**src/axi_pkg.sv**
```systemverilog
// shared widths, typedefs, request/response and AXI channel structs, FSM states, AXI constants
package axi_pkg;

  // ------------------------------------------------
  // widths
  // ------------------------------------------------
  typedef logic [31:0] addr_t;   // byte address
  typedef logic [63:0] data_t;   // one RAM word
  typedef logic [7:0]  strb_t;   // byte lanes
  typedef logic [1:0]  size_t;   // log2 bytes per beat
  typedef logic [1:0]  resp_t;
  typedef logic [7:0]  len_t;    // beats minus one
  typedef logic [1:0]  burst_t;
  typedef logic [3:0]  cache_t;
  typedef logic [2:0]  prot_t;

  // ------------------------------------------------
  // AXI constants
  // ------------------------------------------------
  localparam resp_t  RESP_OKAY        = 2'b00;
  localparam resp_t  RESP_SLVERR      = 2'b10;
  localparam len_t   LEN_SINGLE       = 8'd0;    // one beat only
  localparam burst_t BURST_INCR       = 2'b01;
  localparam prot_t  PROT_DATA_SECURE = 3'b000;  // unprivileged, secure, data
  localparam cache_t CACHE_DEV_NONBUF = 4'b0000;

  // on-chip RAM map
  localparam addr_t       MEM_BASE   = 32'h8000_0000;
  localparam int unsigned MEM_WORDS  = 512;
  localparam int unsigned MEM_IDX_W  = 9;
  localparam int unsigned WORD_OFF_W = 3;        // byte offset bits inside a word

  // ------------------------------------------------
  // payload structs
  // ------------------------------------------------
  typedef struct packed {
    logic  wr;     // 1 = write
    size_t size;
    addr_t addr;
    strb_t strb;
    data_t data;
  } rw_req_t;

  typedef struct packed {
    data_t rdata;
    logic  err;    // non-OKAY response seen
  } rw_rsp_t;

  typedef struct packed {
    addr_t  addr;
    len_t   len;
    size_t  size;
    burst_t burst;
    logic   lock;
    cache_t cache;
    prot_t  prot;
  } axi_ax_t;      // AW and AR payload

  typedef struct packed {
    data_t data;
    strb_t strb;
    logic  last;
  } axi_w_t;

  typedef struct packed {
    data_t data;
    resp_t resp;
    logic  last;
  } axi_r_t;

  typedef enum logic [1:0] {RD_IDLE, RD_ADDR, RD_DATA} rd_state_e;
  typedef enum logic [1:0] {WR_IDLE, WR_XFER, WR_RESP} wr_state_e;

endpackage

```
**src/axi4_master_bridge.sv**
```systemverilog
// AXI4 master bridge, one request turned into a single-beat read or write transaction
`timescale 1ns/1ps

module axi4_master_bridge import axi_pkg::*; (
  input  logic    i_aclk,
  input  logic    i_rst,
  // request side
  input  logic    i_req,
  input  rw_req_t i_rw,
  output logic    o_addr_ok,
  output logic    o_data_ok,
  output rw_rsp_t o_rsp,
  // write address / data / response
  output axi_ax_t o_aw,
  output logic    o_awvalid,
  input  logic    i_awready,
  output axi_w_t  o_w,
  output logic    o_wvalid,
  input  logic    i_wready,
  input  logic    i_bvalid,
  input  resp_t   i_bresp,
  output logic    o_bready,
  // read address / data
  output axi_ax_t o_ar,
  output logic    o_arvalid,
  input  logic    i_arready,
  input  logic    i_rvalid,
  input  axi_r_t  i_r,
  output logic    o_rready
);

  rd_state_e rd_state_q;
  wr_state_e wr_state_q;
  rw_req_t   req_q;      // latched request
  axi_ax_t   ax;
  rw_rsp_t   rsp_q;
  logic      data_ok_q;
  logic      accept;
  logic      ar_fire;
  logic      r_fire;
  logic      aw_fire;
  logic      w_fire;
  logic      b_fire;

  assign ar_fire = o_arvalid & i_arready;
  assign r_fire  = o_rready  & i_rvalid;
  assign aw_fire = o_awvalid & i_awready;
  assign w_fire  = o_wvalid  & i_wready;
  assign b_fire  = o_bready  & i_bvalid;

  // one transaction in flight, both machines must be idle
  assign accept = i_req & (rd_state_q == RD_IDLE) & (wr_state_q == WR_IDLE);

  always_ff @(posedge i_aclk) begin
    if (accept) begin
      req_q <= i_rw;
    end
  end

  // ------------------------------------------------
  // read FSM
  // ------------------------------------------------
  always_ff @(posedge i_aclk) begin
    if (i_rst) begin
      rd_state_q <= RD_IDLE;
    end else begin
      case (rd_state_q)
        RD_IDLE: if (accept && !i_rw.wr) rd_state_q <= RD_ADDR;
        RD_ADDR: if (ar_fire) rd_state_q <= RD_DATA;
        RD_DATA: if (r_fire) rd_state_q <= RD_IDLE;
        default: rd_state_q <= RD_IDLE;
      endcase
    end
  end

  // ------------------------------------------------
  // write FSM
  // ------------------------------------------------
  always_ff @(posedge i_aclk) begin
    if (i_rst) begin
      wr_state_q <= WR_IDLE;
    end else begin
      case (wr_state_q)
        WR_IDLE: if (accept && i_rw.wr) wr_state_q <= WR_XFER;
        WR_XFER: if (aw_fire && w_fire) wr_state_q <= WR_RESP;
        WR_RESP: if (b_fire) wr_state_q <= WR_IDLE;
        default: wr_state_q <= WR_IDLE;
      endcase
    end
  end

  // fixed single-beat attributes
  always_comb begin
    ax       = '0;
    ax.addr  = req_q.addr;
    ax.len   = LEN_SINGLE;
    ax.size  = req_q.size;
    ax.burst = BURST_INCR;
    ax.lock  = 1'b0;
    ax.cache = CACHE_DEV_NONBUF;
    ax.prot  = PROT_DATA_SECURE;
  end

  assign o_ar      = ax;
  assign o_aw      = ax;
  assign o_w.data  = req_q.data;
  assign o_w.strb  = req_q.strb;
  assign o_w.last  = 1'b1;

  assign o_arvalid = (rd_state_q == RD_ADDR);
  assign o_rready  = (rd_state_q == RD_DATA);  // never stalls the slave
  assign o_awvalid = (wr_state_q == WR_XFER);  // AW and W go together
  assign o_wvalid  = (wr_state_q == WR_XFER);
  assign o_bready  = (wr_state_q == WR_RESP);

  // ------------------------------------------------
  // response back to the requester
  // ------------------------------------------------
  assign o_addr_ok = ar_fire | (aw_fire & w_fire);

  always_ff @(posedge i_aclk) begin
    if (i_rst) begin
      data_ok_q <= 1'b0;
    end else begin
      data_ok_q <= r_fire | b_fire;  // one-cycle pulse after the transfer
    end
  end

  always_ff @(posedge i_aclk) begin
    if (r_fire) begin
      rsp_q.rdata <= i_r.data;
      rsp_q.err   <= (i_r.resp != RESP_OKAY);
    end else if (b_fire) begin
      rsp_q.rdata <= '0;
      rsp_q.err   <= (i_bresp != RESP_OKAY);
    end
  end

  assign o_data_ok = data_ok_q;
  assign o_rsp     = rsp_q;

endmodule

```
**config.mk**
```make
export PLATFORM = sky130hd
export DESIGN_NAME = axi4_master_bridge
export DESIGN_NICKNAME = d
export VERILOG_FILES = /design/src/axi_pkg.sv /design/src/axi4_master_bridge.sv
export SDC_FILE = /design/constraint.sdc
export NUM_CORES = 1
export LEC_CHECK = 0
export BUFFER_PORTS_ARGS = -buffer_cell sky130_fd_sc_hd__buf_2
export CORE_AREA = 8 8 161 163
export CTS_CLUSTER_SIZE = 40
export DETAILED_ROUTE_END_ITERATION = 8
export DIE_AREA = 0 0 169 171
export SYNTH_ARGS = -nofsm -noshare
export SYNTH_HDL_FRONTEND = slang
export SYNTH_SLANG_ARGS = --single-unit
```
**constraint.sdc**
```tcl
create_clock -name i_aclk -period 8.4 [get_ports i_aclk]
set_clock_uncertainty 0.05 [all_clocks]
set_input_delay 0.42 -clock i_aclk [delete_from_list [all_inputs] [get_ports i_aclk]]
set_output_delay 0.42 -clock i_aclk [all_outputs]
set_load 0.005 [all_outputs]
```
; ---- After elaboration in Yosys (flattened, before gate mapping)
; Index checks and enable logic that the tools add are counted.
[word_totals]
register_bits = 176
latchBits = 0
ram_bits = 0
rom_bits = 0
in_bits = 184
elab_cells = 50
mem_count = 0
[op_classes]
add_sub_neg = 0
multipliers = 0
div_mod_pow = 0
magnitude_cmp = 0
n_eq_ne = 10
n_shift = 0
n_mux = 10
n_bitwise = 10
reduce_logical = 11
[ops]
columns = op, count
row1 = $mux W65, 2
row2 = $mux W2, 6
row3 = $ne A2 B1 Y1 const B, 6
row4 = $pmux W2 S3, 2
row5 = $and A1 B1 Y1, 8
row6 = $reduce_and A3 Y1, 2
row7 = $reduce_bool A2 Y1, 3
row8 = $eq A2 B1 Y1 const B, 2
row9 = $eq A2 B2 Y1 const B, 2
row10 = $logic_not A2 Y1, 2
row11 = $logic_and A1 B1 Y1, 3
row12 = $or A1 B1 Y1, 2
row13 = $logic_not A1 Y1, 1

; ---- Longest topological paths before layout
[depth]
ltp_word = 6
depth_mapped = 4

; ---- Worst setup path after synthesis
; OpenSTA, ideal clock, no wires.
[synth_path]
path_kind = register to register
from = register wr_state_q[1]
to = register req_q, in the netlist o_ar[10], enable pin
t_arrival_ps = 3116
setup_slack_ps = 4756
stages_incl_launch_ff = 3
path_buffers = 0
period_less_slack_ps = 3644
cell_sequence = dfxtp_1 -> nor3_1 -> and3b_1
[synth_via]
elab_chain_cells = 2
[synth_rtl]
columns = item, line_no
row1 = start: declaration, axi4_master_bridge.sv:33  ; wr_state_e wr_state_q;
row2 = start signal: assignment, axi4_master_bridge.sv:81  ; wr_state_q <= WR_IDLE;
row3 = start signal: assignment, axi4_master_bridge.sv:84  ; WR_IDLE: if (accept && i_rw.wr) wr_state_q <= WR_XFER;
row4 = start signal: assignment, axi4_master_bridge.sv:85  ; WR_XFER: if (aw_fire && w_fire) wr_state_q <= WR_RESP;
row5 = $logic_not A2 Y1, axi4_master_bridge.sv:52  ; assign accept = i_req & (rd_state_q == RD_IDLE) & (wr_state_q == WR_IDLE);
row6 = $and A1 B1 Y1, axi4_master_bridge.sv:52
row7 = via accept, axi4_master_bridge.sv:38  ; logic accept;
row8 = end signal: assignment, axi4_master_bridge.sv:56  ; req_q <= i_rw;
row9 = end: declaration, axi4_master_bridge.sv:34  ; rw_req_t req_q;
; The timed path passes the listed nets, and every way through them passes these cells.
; A chain may end at the register's enable or synchronous reset.

; ---- Final worst setup path
[layout_path]
from = register rd_state_q[0]
to = register rsp_q, in the netlist o_rsp[0], enable pin
[layout_via]
elab_chain_cells = 3
[layout_rtl]
columns = item, line_no
row1 = start: declaration, axi4_master_bridge.sv:32  ; rd_state_e rd_state_q;
row2 = start signal: assignment, axi4_master_bridge.sv:65  ; rd_state_q <= RD_IDLE;
row3 = start signal: assignment, axi4_master_bridge.sv:68  ; RD_IDLE: if (accept && !i_rw.wr) rd_state_q <= RD_ADDR;
row4 = start signal: assignment, axi4_master_bridge.sv:69  ; RD_ADDR: if (ar_fire) rd_state_q <= RD_DATA;
row5 = $eq A2 B2 Y1, axi4_master_bridge.sv:111  ; assign o_rready = (rd_state_q == RD_DATA);
row6 = $and A1 B1 Y1, axi4_master_bridge.sv:46  ; assign r_fire = o_rready & i_rvalid;
row7 = $reduce_bool A2 Y1 (no source line), n/a
row8 = end: declaration, axi4_master_bridge.sv:36  ; rw_rsp_t rsp_q;
; No other way between the ends.

==> results.md <==
### Timing
• **time the final worst path needs with I/O delays and setup** 3.023 ns
• **endpoints failing hold** 0
• **transition time of the tightest slew-check pin** 1.038 ns
• **worst hold margin** 0.1229 ns
• **# setup viols final** 0
• **Final Slew Violations** 0
• **worst max-slew margin expressed relative to the limit** 30.80%
• **max frequency** 0.3308 GHz
• **sum of negative setup slack** 0 ns
• **RSZ-0062 raised after global routing** false
• **fin crit share** 35.99%

### Setup path
• **crit path max-delay cell type** and3b_2
• **crit start category** flip-flop
• **data arrival time of the worst path** 3.03 ns
• **Setup crit start** rd_state_q[0]$_SDFFE_PP0P_
• **Critical Path Sink** o_rsp[0]$_DFFE_PP_
• **Largest stage delay, worst path** 0.96 ns
• **critical path, cell by cell** and3b_2 > or2_2 > buf_4
• **Reg-to-Reg End** o_rsp[0]$_DFFE_PP_
• **data required time of the worst path** 8.41 ns
• **reg-to-reg setup timing slack** 5.38 ns
• **type of destination of the critical path** flip-flop
• **Crit Path Class** flip-flop to flip-flop
• **startpoint of the worst register-to-register path** rd_state_q[0]$_SDFFE_PP0P_
• **maximum fanout encountered on the critical timing path** 67
• **R2R depth** 3

### Yosys
• **proportion of synthesized area in mux cells** 0.1546%
• **register bit count reported by yosys** 176
• **Synth Area in Adders** 0%
• **post-synthesis average cell area** 18.61 µm²
• **library cell occupying the most area in the post-synthesis netlist** edfxtp_1
• **Synth area leaders** edfxtp_1 (79%), buf_4 (8.3%), and2_1 (4.3%), and2_4 (2.7%), dfxtp_1 (1.5%)
• **sequential cell area fraction in the yosys report** 80.85%
• **main combinational cell family by area after synthesis** buffers and inverters
• **share of the synthesized netlist area taken by xor and xnor gates** 0%
• **post-synthesis cell area** 6475 µm²
• **area fraction of the dominant cell type after synthesis** 79.30%
• **post-synthesis compound-gate area fraction** 0.5604%
• **area share of and/or/nand/nor cells after synthesis** 9.043%
• **gate count of the mapped netlist** 348
• **unique cell type count in the Yosys netlist** 26
• **Yosys warning total** 0

### Placed design
• **placer's final routability congestion estimate** 0.7694
• **port buffer count** 394
• **Final HPWL DP** 15.53 mm

### GRT
• **vias in the first global route** 4220
• **pin count of the biggest net entering global routing** 82
• **GRT Residual Overflow** 0
• **global-route usage over all layers** 12.68%
• **initial antenna violation count** 7
• **first-pass GRT wire length** 26.91 mm

### Clock tree
• **Num CTS Buffers** 17
• **deepest clock path buffer count** 2
• **clock insertion delay at the later pin of the skew report** 0.41 ns
• **clock-pin slew of the registers on the worst-case setup and hold paths** 0.07 ns
• **hold-fix buffers at CTS** 0
• **CTS tree** built
• **number of gates given a new drive strength after cts** 0
• **setup repair bufs after CTS** 0
• **CTS Root Cell** clkbuf_16
• **CTS H-Tree Depth** 4
• **total number of clock tree sinks** 176

### Finish
• **most frequent standard cell in the layout excluding fill and tap cells** buf_2
• **Area growth syn-to-layout** 38.92%
• **Layout fillers** 2256
• **antenna cells** 0
• **Final #Nets** 903
• **leading cell types in the layout, fill and taps excluded** buf_2 (394), edfxtp_1 (171), and2_1 (44)
• **ratio of cells with drive above 1 in the final layout** 61.75%

### Min path
• **cell depth of the worst hold path** 1
• **hold crit path type** input port to flip-flop

### Die
• **die area** 28900 µm²
• **height of the chip** 171 µm
• **core outline area** 23260 µm²
• **effective utilization at floorplan** 27.83%
• **horizontal die dimension** 169 µm
• **# IOs** 433
• **site row count** 56

### Detailed routing
• **Routed Antenna Nets** 0
• **detailed-route vias per instance** 3.908
• **detailed-route DRC error count** 0
• **total routed wirelength** 19.55 mm
• **1st-pass router iterations** 4
• **average wire per standard cell** 18.60 µm
• **1st-iter DRT viols** 144
• **vias after detailed routing** 4107

### Power
• **Net Switching** 0.4674 mW
• **combinational share of power** 8.0%
• **Internal Dissipation** 1.523 mW
• **power density cells** 221.3 nW/µm²
• **switching part of the total** 23.48%
• **highest ir drop seen on vdd** 0.0001116 V
• **clock share of power** 39.8%
• **leakage power summed over all cells** 3.735 nW
• **power share of the sequential group** 52.2%

### Job
• **maximum capacitance violations** 0

### Run status
• **outcome** finished, final reports clean

-- worst min-delay path by stage --
stage	start	to	slack, ns
4_1_cts	i_rw[2]	o_w[11]$_DFFE_PP_	0.09
2_1_floorplan	i_rst	rd_state_q[1]$_SDFFE_PP0P_	0.44
3_3_place_gp	wr_state_q[0]$_SDFFE_PP0P_	wr_state_q[1]$_SDFFE_PP0P_	0.52
5_1_grt	i_rw[75]	o_ar[23]$_DFFE_PP_	0.09
6_report	i_rw[2]	o_w[11]$_DFFE_PP_	0.12
3_5_place_dp	wr_state_q[0]$_SDFFE_PP0P_	wr_state_q[1]$_SDFFE_PP0P_	0.53
-- sequential cells by signal (all words and copies together), names as in the netlist --
name,count
o_rsp,65
wr_state_q,2
o_w,72
o_ar,34
o_data_ok,1
rd_state_q,2
-- critical path, delay by kind of cell (launching register included) --
| family | cells | cell delay (ns) |
|---|---|---|
| DFF | 1 | 0.37 |
| and+or+nand+nor | 2 | 1.62 |
| buffers and inverters | 1 | 0.56 |
-- logic make-up after synthesis --
family / count (synthesis)
AOI/OAI and AO/OA: 5
buffers and inverters: 80
DFF: 176
muxes: 1
other: 2
and+or+nand+nor: 84
-- final cells by class --
class | count | area, µm² | share of cell area [%]
flip-flops and latches | 176 | 5235 | 58.20
clock buffers | 17 | 425.4 | 4.729
well taps | 319 | 399.1 | 4.437
multi-input cells | 127 | 775.7 | 8.624
repair buffers | 396 | 1987 | 22.09
clock inverters | 15 | 168.9 | 1.878
inverters | 1 | 3.754 | 0.04173
-- per-stage QoR --
step           utilization, %  instances  setup slack (ns)  area [µm²]  total power, mW
2_1_floorplan               -        383             4.756        6606            1.133
3_3_place_gp            36.11       1019             5.204        8401            1.222
3_5_place_dp            36.11       1019             5.205        8401            1.224
4_1_cts                 38.67       1051             5.277        8995            2.023
5_1_grt                 38.67       1051             5.107        8995            2.072
6_report                38.67       1051             5.377        8995            1.991
-- routing by layer --
| layer | up-vias | wire (µm) | track usage [%] |
|---|---|---|---|
| li1 | 1883 | - | - |
| met1 | 1928 | 6903 | 12.33 |
| met2 | 254 | 9937 | 22.58 |
| met3 | 28 | 2342 | 7.214 |
| met4 | 14 | 286 | 3.925 |
| met5 | - | 82 | 0 |
-- Yosys cell counts --
cell type,count
nor2_1,3
o21a_1,1
nand3b_1,1
nor4bb_1,1
a22o_1,1
mux2i_1,1
and2_1,44
nand2_1,2
nor3_1,1
nand4b_1,1
and2_4,20
or2_1,1
clkbuf_1,3
a32o_1,1
a21oi_1,2
and2b_1,1
or3b_2,2
inv_1,1
buf_6,4
nor2b_1,3
and3b_1,3
conb_1,2
edfxtp_1,171
nor4b_1,1
dfxtp_1,5
buf_4,72
-- power groups by stage --
stage	clock network, mW	logic, mW	registers, mW
floorplan	0	0.0625	1.07
global placement	0	0.164	1.06
detailed placement	0	0.165	1.06
CTS	0.818	0.166	1.04
global route	0.851	0.176	1.05
finish	0.792	0.160	1.04
Note: power is estimated with default switching activity, not from simulation.
