**config.mk**
```make
export PLATFORM = sky130hd
export DESIGN_NAME = rw_arbiter
export DESIGN_NICKNAME = d
export VERILOG_FILES = /design/src/axi_pkg.sv /design/src/rw_arbiter.sv
export SDC_FILE = /design/constraint.sdc
export NUM_CORES = 1
export LEC_CHECK = 0
export ABC_AREA = 1
export BUFFER_PORTS_ARGS = -buffer_cell sky130_fd_sc_hd__clkbuf_2
export CORE_AREA = 2 2 150 152
export DETAILED_ROUTE_END_ITERATION = 6
export DIE_AREA = 0 0 152 154
export HOLD_SLACK_MARGIN = 0.1
export SKIP_LAST_GASP = 1
export SYNTH_ARGS = -nofsm -noshare
export SYNTH_HDL_FRONTEND = slang
export SYNTH_SLANG_ARGS = --single-unit
```
**constraint.sdc**
```tcl
create_clock -name i_aclk -period 1.8 [get_ports i_aclk]
set_input_delay 0.36 -clock i_aclk [delete_from_list [all_inputs] [get_ports i_aclk]]
set_output_delay 0.36 -clock i_aclk [all_outputs]
set_load 0.01 [all_outputs]
```
**src/axi_pkg.sv**
```systemverilog
// shared widths, typedefs, request/response and AXI channel structs, FSM states, AXI constants
package axi_pkg;

  // ------------------------------------------------
  // widths
  // ------------------------------------------------
  typedef logic [31:0] addr_t;   // byte address
  typedef logic [63:0] data_t;   // one RAM word
  typedef logic [7:0]  strb_t;   // byte lanes
  typedef logic [1:0]  size_t;   // log2 bytes per beat
  typedef logic [1:0]  resp_t;
  typedef logic [7:0]  len_t;    // beats minus one
  typedef logic [1:0]  burst_t;
  typedef logic [3:0]  cache_t;
  typedef logic [2:0]  prot_t;

  // ------------------------------------------------
  // AXI constants
  // ------------------------------------------------
  localparam resp_t  RESP_OKAY        = 2'b00;
  localparam resp_t  RESP_SLVERR      = 2'b10;
  localparam len_t   LEN_SINGLE       = 8'd0;    // one beat only
  localparam burst_t BURST_INCR       = 2'b01;
  localparam prot_t  PROT_DATA_SECURE = 3'b000;  // unprivileged, secure, data
  localparam cache_t CACHE_DEV_NONBUF = 4'b0000;

  // on-chip RAM map
  localparam addr_t       MEM_BASE   = 32'h8000_0000;
  localparam int unsigned MEM_WORDS  = 512;
  localparam int unsigned MEM_IDX_W  = 9;
  localparam int unsigned WORD_OFF_W = 3;        // byte offset bits inside a word

  // ------------------------------------------------
  // payload structs
  // ------------------------------------------------
  typedef struct packed {
    logic  wr;     // 1 = write
    size_t size;
    addr_t addr;
    strb_t strb;
    data_t data;
  } rw_req_t;

  typedef struct packed {
    data_t rdata;
    logic  err;    // non-OKAY response seen
  } rw_rsp_t;

  typedef struct packed {
    addr_t  addr;
    len_t   len;
    size_t  size;
    burst_t burst;
    logic   lock;
    cache_t cache;
    prot_t  prot;
  } axi_ax_t;      // AW and AR payload

  typedef struct packed {
    data_t data;
    strb_t strb;
    logic  last;
  } axi_w_t;

  typedef struct packed {
    data_t data;
    resp_t resp;
    logic  last;
  } axi_r_t;

  typedef enum logic [1:0] {RD_IDLE, RD_ADDR, RD_DATA} rd_state_e;
  typedef enum logic [1:0] {WR_IDLE, WR_XFER, WR_RESP} wr_state_e;

endpackage

```
**src/rw_arbiter.sv**
```systemverilog
// request arbiter between fetch and data ports, data port first, grant held until data_ok
`timescale 1ns/1ps

module rw_arbiter import axi_pkg::*; (
  input  logic    i_aclk,
  input  logic    i_rst,
  // fetch port, read only
  input  logic    i_if_req,
  input  addr_t   i_if_addr,
  input  size_t   i_if_size,
  output logic    o_if_addr_ok,
  output logic    o_if_data_ok,
  // data port
  input  logic    i_mem_req,
  input  rw_req_t i_mem_rw,
  output logic    o_mem_addr_ok,
  output logic    o_mem_data_ok,
  // shared response
  output rw_rsp_t o_rsp,
  // toward the bridge
  output logic    o_bus_req,
  output rw_req_t o_bus_rw,
  input  logic    i_bus_addr_ok,
  input  logic    i_bus_data_ok,
  input  rw_rsp_t i_bus_rsp
);

  logic    busy_q;     // transaction open at the bridge
  logic    gnt_mem_q;  // owner of the open transaction
  logic    free;
  rw_req_t if_rw;

  // fetch port only carries address and size
  always_comb begin
    if_rw      = '0;
    if_rw.size = i_if_size;
    if_rw.addr = i_if_addr;
  end

  // ------------------------------------------------
  // selection and forwarding
  // ------------------------------------------------
  assign free      = ~busy_q | i_bus_data_ok;     // slot frees in the data_ok cycle
  assign o_bus_req = free & (i_if_req | i_mem_req);
  assign o_bus_rw  = i_mem_req ? i_mem_rw : if_rw; // data port wins a tie

  always_ff @(posedge i_aclk) begin
    if (i_rst) begin
      busy_q    <= 1'b0;
      gnt_mem_q <= 1'b0;
    end else if (o_bus_req) begin
      busy_q    <= 1'b1;
      gnt_mem_q <= i_mem_req;  // remembered until data_ok
    end else if (i_bus_data_ok) begin
      busy_q    <= 1'b0;
    end
  end

  // ------------------------------------------------
  // handshake routing
  // ------------------------------------------------
  assign o_if_addr_ok  = i_bus_addr_ok & ~gnt_mem_q;
  assign o_mem_addr_ok = i_bus_addr_ok &  gnt_mem_q;
  assign o_if_data_ok  = i_bus_data_ok & ~gnt_mem_q;
  assign o_mem_data_ok = i_bus_data_ok &  gnt_mem_q;
  assign o_rsp         = i_bus_rsp;

endmodule

```
Yosys cells after proc, flatten, opt, wreduce, memory -nomap -nowiden
Cells that the tools add are included.
- flip-flop bits (word level): 2
- input bits: 212
- output and inout port bits: 177
- logic and storage cells: 15
- multiplexer cells: 3
- bitwise logic cells: 9
- reduce and logical (&&, ||, !) cells: 1
- operators with widths (kind ; number):
    2-to-1 mux 107 bit ; 1
    bitwise AND 1 bit ; 5
    2-to-1 mux 1 bit ; 2
    NOT 1 bit ; 2
    OR 1 bit ; 2
    nonzero test 2 bit ; 1

Longest topological paths before layout
Gate-level depths: netlist of the first run.
- depth after elaboration: 4
- mapped depth: 6
- mapped depth without buffers: 5

Worst setup path after synthesis of the first run
No wires, ideal clock.
- path type: input-to-output
- start point: input i_mem_req
- end point: output o_bus_rw[100] (netlist name)
- arrival time: 865 ps
- data required time: 1440 ps
- path slack: 575 ps
- stages on the path: 5
- path buffers: 2
- cell sequence: buf_6 > inv_4 > buf_2 > nand2_1 > nand2_1
- RTL lines (element ; line ; source):
    start, declared ; rw_arbiter.sv:14 ; input logic i_mem_req,
    end, declared ; rw_arbiter.sv:22 ; output rw_req_t o_bus_rw,

==> results.cfg, run 1 <==
[critical_path]
r2r_cells = 4
cp_max_fo = 41
arrival_ns = 1.21
startpoint_type = primary input
end_kind = output pin
critPathRequiredTime_ns = 1.44
crit_type = primary input to output pin

[cts]
cts_setup_buffers = 0
cts_max_level = 1
clkLatencyLatePin_ns = 0.22
clock_path_buffers = 2
cts_buffers = 3
postCtsHoldBufs = 0
clk_pin_slew_ns = 0.03
ctsResizeCount = 0
cts.sinks = 2
root_buffer = clkbuf_16
cts_tree = done

[timing]
worstMarginPinSlew_ns = 0.4052
fmax_ghz = 0.6358
skew_ns = 0.001099
slew_viol_final = 0
setup_tns_ns = 0
grt_setup_unrepaired = no
setup_viol = 0
fin_crit_sh_pct = 87.38
slew_headroom_pct = 72.99
timing.final.crit_period_ns = 1.573
hold_viol = 0

[job]
cap_violations = 0

[final_layout]
nets = 745
final_area_um2 = 2793
drive_above_1_share_pct = 50.09
final-instance-count-excl-fill = 812
fin_util_pct = 12.88
area_delta_synth_final_pct = 70.64
n_fill_cell = 2547
layout_commonest_cell = clkbuf_2
layout_common_cells = 257 x clkbuf_2, 182 x nand2_1, 77 x inv_1, 3 x clkbuf_16

[grt]
met3_usage_pct = 2.452
grt_overflow = 0
grt_max_degree = 68
grtUsageTotal_pct = 6.010
grtUsageMet2_pct = 10.81
grt_pass1_wl_mm = 11.23
grt_pass1_vias = 2210
antenna_found_initial = 1
top_usage_layer = met2
grt_use_met1_pct = 5.933

[die]
rows = 54
num_io_pins = 389
core_area_um2 = 21690
die_area_um2 = 23410
initial_core_util_pct = 7.546
die_x_um = 152
fp.dieH_um = 154

[logic_synthesis]
syn_nets = 560
synth_fa_ha_area_share_pct = 0
seq_area_frac_synth_pct = 2.446
synth_area_leaders = nand2_1 42%, buf_4 31%, inv_1 18%
synth_area_per_cell_um2 = 4.703
synth-seq-cells = 2
synthCells = 348
synth_top_family_by_area = buffers and inverters
muxShareOfSynthArea_pct = 0
syn_area_um2 = 1637
synthXorXnorAreaFrac_pct = 0
synth-compound-area-share_pct = 0.6116
synthSimpleGateAreaFrac_pct = 42.20
ys_warn_count = 0
post-synth-top-area-cell = nand2_1
yosysTopAreaCellShare_pct = 41.74
synth_cell_type_count = 10

[power]
power_density_nw_per_um2 = 345.4
ir_drop_mv = 0.2928
leakagePower_nw = 2.253

[status]
status = finished, final reports clean

[placement]
placedCellCount = 808
postPlaceCellArea_um2 = 2715
io_buffers = 258
dp_hpwl_mm = 6.930
gp_congestion = 0.8270

[drt]
dr.pass1.iters = 4
drt_iter0_drc = 107
ant_nets = 0
via_per_inst = 2.969
wl_mm = 7.668
drc_errors = 0
num_vias = 2411
drt-wirelength-per-cell_um = 9.443

[worst_hold_path]
hold_path_depth = 2
hp-class = primary input to flop
## stage by stage
| step | hold WS (ns) | worst slack [ns] | power [mW] |
|---|---|---|---|
| 3_5_place_dp | 0.4975 | 0.1839 | 0.6474 |
| 4_1_cts | 0.3147 | 0.1827 | 0.9808 |
| 2_1_floorplan | 0.4291 | 0.5748 | 0.4678 |
| 6_report | 0.3162 | 0.2271 | 0.9647 |
| 5_1_grt | 0.3307 | 0.1243 | 1.048 |
| 3_3_place_gp | 0.4910 | 0.2424 | 0.6436 |
## critical path: stages
cell and delay (ns):
buf_4 0.12, buf_4 0.36, nand2_1 0.11, nand2_1 0.09, clkbuf_2 0.15
## routing by layer
metal  wire length, um  share of wire [%]  up-vias
li1                  -                  -     1256
met1              2631                 34      919
met2              3681                 48      202
met3               981                 13       34
met4               372                4.9        0
met5                 0                  0        -
## final cells by class
class	count	area, um2	share of cell area, %
sequential	2	40.04	1.434
timing repair buffer	260	1321	47.31
multi-input combinational	186	700.7	25.09
tap	280	350.3	12.54
clock buffer	3	75.07	2.688
inverter	80	302.8	10.84
antenna	1	2.502	0.08961
## path summary, 6_finish.rpt
check	from	end	slack, ns
worst max-delay path	i_mem_req	o_bus_rw[104]	0.23
worst min-delay path	i_rst	gnt_mem_q$_SDFFE_PP0P_	0.32
worst max register to register	busy_q$_SDFFE_PP0P_	gnt_mem_q$_SDFFE_PP0P_	1.08
worst min register to register	busy_q$_SDFFE_PP0P_	busy_q$_SDFFE_PP0P_	0.51
## registers in the layout, summed over array words and instances, names as in the netlist
signal / count
busy_q: 1
gnt_mem_q: 1
## Yosys cell counts
cell type / number
a21oi_1: 2
buf_2: 9
buf_4: 67
buf_6: 4
dfxtp_1: 2
inv_1: 77
inv_2: 2
inv_4: 1
nand2_1: 182
nor2_1: 2
## where the power goes
part	internal (mW)	leakage (nW)	switching, mW
Sequential	0.0483	0.0167	0.00309
Clock	0.282	0.0370	0.0454
Combinational	0.274	2.20	0.312
## cell families after synthesis
logic type      after synthesis
compound gates                2
buf+inv                     160
flops                         2
simple gates                184
No activity file was read; power rests on OpenSTA's default activity.
==> inputs of run 2 (changes only) <==
- clock period: 1.8 -> 1.85 ns (I/O delays scaled with it)
==> results.cfg, run 2 (same netlist as run 1, synthesis figures left out) <==
[final_layout]
largestRegisters = busy_q (1), gnt_mem_q (1)
layout_commonest_cell = clkbuf_2
final-instance-count-excl-fill = 814
layout_common_cells = 257 x clkbuf_2, 182 x nand2_1, 77 x inv_1, 3 x clkbuf_16
nets = 745
area_delta_synth_final_pct = 70.95
fin_util_pct = 12.90
drive_above_1_share_pct = 50.09

[timing]
grt_setup_unrepaired = no
slew_viol_final = 0
fin_crit_sh_pct = 86.73
timing.final.crit_period_ns = 1.605
setup_viol = 0
hold_viol = 0
skew_ns = 0.0005773
worstMarginPinSlew_ns = 0.4281
fmax_ghz = 0.6232
slew_headroom_pct = 71.46
whs_ns = 0.3271
setup_tns_ns = 0

[critical_path]
cp_max_fo = 41
startpoint_type = primary input
end_kind = output pin
critPathRequiredTime_ns = 1.48
crit_type = primary input to output pin
arrival_ns = 1.23

[power]
power_mw = 0.9398
leakagePower_nw = 2.253
power_density_nw_per_um2 = 335.9
ir_drop_mv = 0.3048

[drt]
dr.pass1.iters = 4
via_per_inst = 3.027
wl_mm = 7.737
drt-wirelength-per-cell_um = 9.505
drt_iter0_drc = 102
ant_nets = 0
num_vias = 2464
drc_errors = 0

[job]
cap_violations = 0

[cts]
root_buffer = clkbuf_16
cts_setup_buffers = 0
cts_max_level = 1
clk_pin_slew_ns = 0.03
cts.sinks = 2
postCtsHoldBufs = 0
cts_tree = done
clkLatencyLatePin_ns = 0.22
clock_path_buffers = 2
cts_buffers = 3
ctsResizeCount = 0

[die]
core_area_um2 = 21690
initial_core_util_pct = 7.546
rows = 54
die_area_um2 = 23410
num_io_pins = 389
die_x_um = 152
fp.dieH_um = 154

[placement]
placedCellCount = 808
gp_congestion = 0.8270
io_buffers = 258
dp_hpwl_mm = 6.966

[grt]
grt_overflow = 0
antenna_found_initial = 2
grt_pass1_vias = 2232
grtUsageTotal_pct = 6.051
grt_pass1_wl_mm = 11.32
grt_max_degree = 68

[status]
status = finished, final reports clean

[worst_hold_path]
hp-class = primary input to flop
## run 2: cell types whose count changed in the layout (fill, tap and decap cells not counted)
cell / delta
diode_2: +2
## run 2: worst paths after layout
path                                     startpoint                      to  slack (ns)  cells after the start
worst max-delay path                      i_mem_req           o_bus_rw[104]        0.25                      5
worst min-delay path                          i_rst  gnt_mem_q$_SDFFE_PP0P_        0.33                      2
worst max register to register  busy_q$_SDFFE_PP0P_  gnt_mem_q$_SDFFE_PP0P_        1.13                      4
worst min register to register  busy_q$_SDFFE_PP0P_     busy_q$_SDFFE_PP0P_        0.51                      2
## run 2: power by group
part	internal, mW	switching (mW)
clock	0.275	0.0440
sequential	0.0470	0.00320
combinational	0.267	0.304
total	0.588	0.352
## run 2: area by class of cell
class / instances / area, um2
Inverter: 80 / 302.8
Timing Repair Buffer: 260 / 1321
Sequential cell: 2 / 40.04
Multi-Input combinational cell: 186 / 700.7
Fill cell: 2547 / 18890
Antenna cell: 3 / 7.507
Tap cell: 280 / 350.3
Clock buffer: 3 / 75.07
## run 2: worst max-delay path: stages
cell      delay, ns
buf_4          0.12
buf_4          0.36
nand2_1        0.10
nand2_1        0.09
clkbuf_2       0.15
## run 2: routing by layer
metal | track usage (%) | part of all wire, % | wire length, um
met5 | 0.8282 | 0 | 0
met4 | 3.471 | 5.7 | 443
met3 | 2.368 | 13 | 993
met2 | 10.92 | 47 | 3653
met1 | 5.831 | 34 | 2646
## run 2: per-stage QoR
step | worst slack [ns] | area (um2)
floorplan | 0.6048 | 1637
global placement | 0.2644 | 2715
detailed placement | 0.2262 | 2715
CTS | 0.2263 | 2790
global route | 0.1599 | 2795
finish | 0.2454 | 2798
==> inputs of run 3 (changes only) <==
- ABC_AREA: 1 -> unset
- CORE_AREA: 2 2 150 152 -> 2 2 152 154
- DIE_AREA: 0 0 152 154 -> 0 0 154 156
==> results.cfg, run 3 <==
[status]
status = finished, final reports clean

[timing]
setup_tns_ns = 0
grt_setup_unrepaired = no
fmax_ghz = 0.6122
fin_crit_sh_pct = 88.29
worstMarginPinSlew_ns = 0.3343
skew_ns = 0.001853
slew_headroom_pct = 77.71
hold_viol = 0
setup_viol = 0
slew_viol_final = 0
whs_ns = 0.3448
timing.final.crit_period_ns = 1.633

[critical_path]
arrival_ns = 1.26
end_kind = output pin
r2r_cells = 3
crit_type = primary input to output pin
startpoint_type = primary input
cp_max_fo = 78
r2r_slack_ns = 1.07
r2r-end = gnt_mem_q$_SDFFE_PP0P_
crit_end = o_bus_rw[95]
crit_start = i_mem_req
timing.rr.start = busy_q$_SDFFE_PP0P_
critPathRequiredTime_ns = 1.48

[power]
ir_drop_mv = 0.5817
power_density_nw_per_um2 = 341.9
leakagePower_nw = 1.668

[placement]
placedCellCount = 667
gp_congestion = 0.7552
io_buffers = 258
dp_hpwl_mm = 6.403

[logic_synthesis]
synthSimpleGateAreaFrac_pct = 29.97
synth_fa_ha_area_share_pct = 0
seq_area_frac_synth_pct = 2.374
synth-compound-area-share_pct = 0.8902
synthCells = 199
yosys.cell_count.top_type = and2_1
synthArstFlopShare_pct = 0
synth_area_leaders = mux2_4 30%, buf_4 29%, and2_1 28%
synth_area_per_cell_um2 = 8.475
muxShareOfSynthArea_pct = 30.27
synth_top_family_by_area = buffers and inverters
synthXorXnorAreaFrac_pct = 0
synth_edf_count = 0
syn_area_um2 = 1687
synth_commonest_cells = 75 x and2_1, 65 x buf_4, 34 x mux2_4
yosysTopAreaCellShare_pct = 30.27
post-synth-top-area-cell = mux2_4
syn_nets = 411
synthFlopType = dfxtp_1
synth-seq-cells = 2
ys_warn_count = 0
synth_cell_type_count = 14

[drt]
drc_errors = 0
via_per_inst = 2.855
drt_iter0_drc = 49
dr.pass1.iters = 4
ant_nets = 0
drt-wirelength-per-cell_um = 10.61
wl_mm = 7.110
num_vias = 1913

[cts]
cts_max_level = 1
cts_setup_buffers = 0
postCtsHoldBufs = 0
clkLatencyLatePin_ns = 0.22
cts_tree = done
clock_path_buffers = 2
clk_pin_slew_ns = 0.03
ctsResizeCount = 0
cts_buffers = 3
root_buffer = clkbuf_16
cts.sinks = 2

[final_layout]
nets = 599
area_delta_synth_final_pct = 68.40
diodes = 0
final-instance-count-excl-fill = 670
layout_commonest_cell = clkbuf_2
drive_above_1_share_pct = 77.14
largestRegisters = busy_q (1), gnt_mem_q (1)
layout_common_cells = 257 x clkbuf_2, 75 x and2_1, 34 x mux2_4, 3 x nor2b_1, 3 x clkbuf_16

[grt]
grt_pass1_wl_mm = 9.473
antenna_found_initial = 0
grt_overflow = 0
grtUsageTotal_pct = 5.066
grt_max_degree = 79
grt_pass1_vias = 1767

[die]
die_x_um = 154
core_area_um2 = 22370
num_io_pins = 389
die_area_um2 = 24020
rows = 55
fp.dieH_um = 156
initial_core_util_pct = 7.541

[worst_hold_path]
hold_path_depth = 2
worstHoldStart = i_rst
hp-class = primary input to flop

[job]
cap_violations = 0
-- run 3: area by class of cell --
type / count / area (um2)
flip-flops and latches: 2 / 40.04
well taps: 285 / 356.6
repair buffers: 260 / 1334
multi-input cells: 119 / 1031
clock buffers: 3 / 75.07
inverters: 1 / 3.754
fillers: 2587 / 19530
-- run 3: stage by stage --
step / utilization [%] / total power [mW] / setup WS (ns) / cell area, um2
after floorplan: - / 0.5001 / 0.5236 / 1687
after global placement: 12.36 / 0.6501 / 0.2431 / 2765
after detailed placement: 12.36 / 0.6542 / 0.2195 / 2765
after CTS: 12.70 / 0.9820 / 0.2205 / 2840
after global routing: 12.70 / 1.030 / 0.1649 / 2840
final: 12.70 / 0.9711 / 0.2165 / 2840
-- run 3: cell families (layout without fill, tap and decap cells) --
family	count (synthesis)	after routing
flip-flops	2	2
multiplexers	34	34
AND/OR/NAND/NOR	82	82
buffers and inverters	78	264
AO/OA/AOI/OAI	3	3
-- run 3: per-layer routing --
| layer | share of wire [%] | GRT usage (%) |
|---|---|---|
| met5 | 0 | 0 |
| met4 | 4.9 | 2.581 |
| met3 | 14 | 1.917 |
| met2 | 43 | 8.243 |
| met1 | 39 | 5.814 |
-- run 3: worst max-delay path, cell delays in order --
cell	delay, ns
buf_4	0.11
buf_12	0.23
mux2_4	0.33
clkbuf_2	0.13
-- run 3: where the power goes --
group	switching [mW]	total [mW]	internal [mW]
clock network	0.0468	0.322	0.275
registers	0.00275	0.0495	0.0467
logic	0.257	0.600	0.343
total	0.307	0.971	0.664
-- run 3: worst min-delay path by stage --
stage / to / slack (ns)
floorplan: busy_q$_SDFFE_PP0P_ / 0.44
global placement: busy_q$_SDFFE_PP0P_ / 0.48
detailed placement: busy_q$_SDFFE_PP0P_ / 0.49
CTS: busy_q$_SDFFE_PP0P_ / 0.34
global route: busy_q$_SDFFE_PP0P_ / 0.35
finish: busy_q$_SDFFE_PP0P_ / 0.34
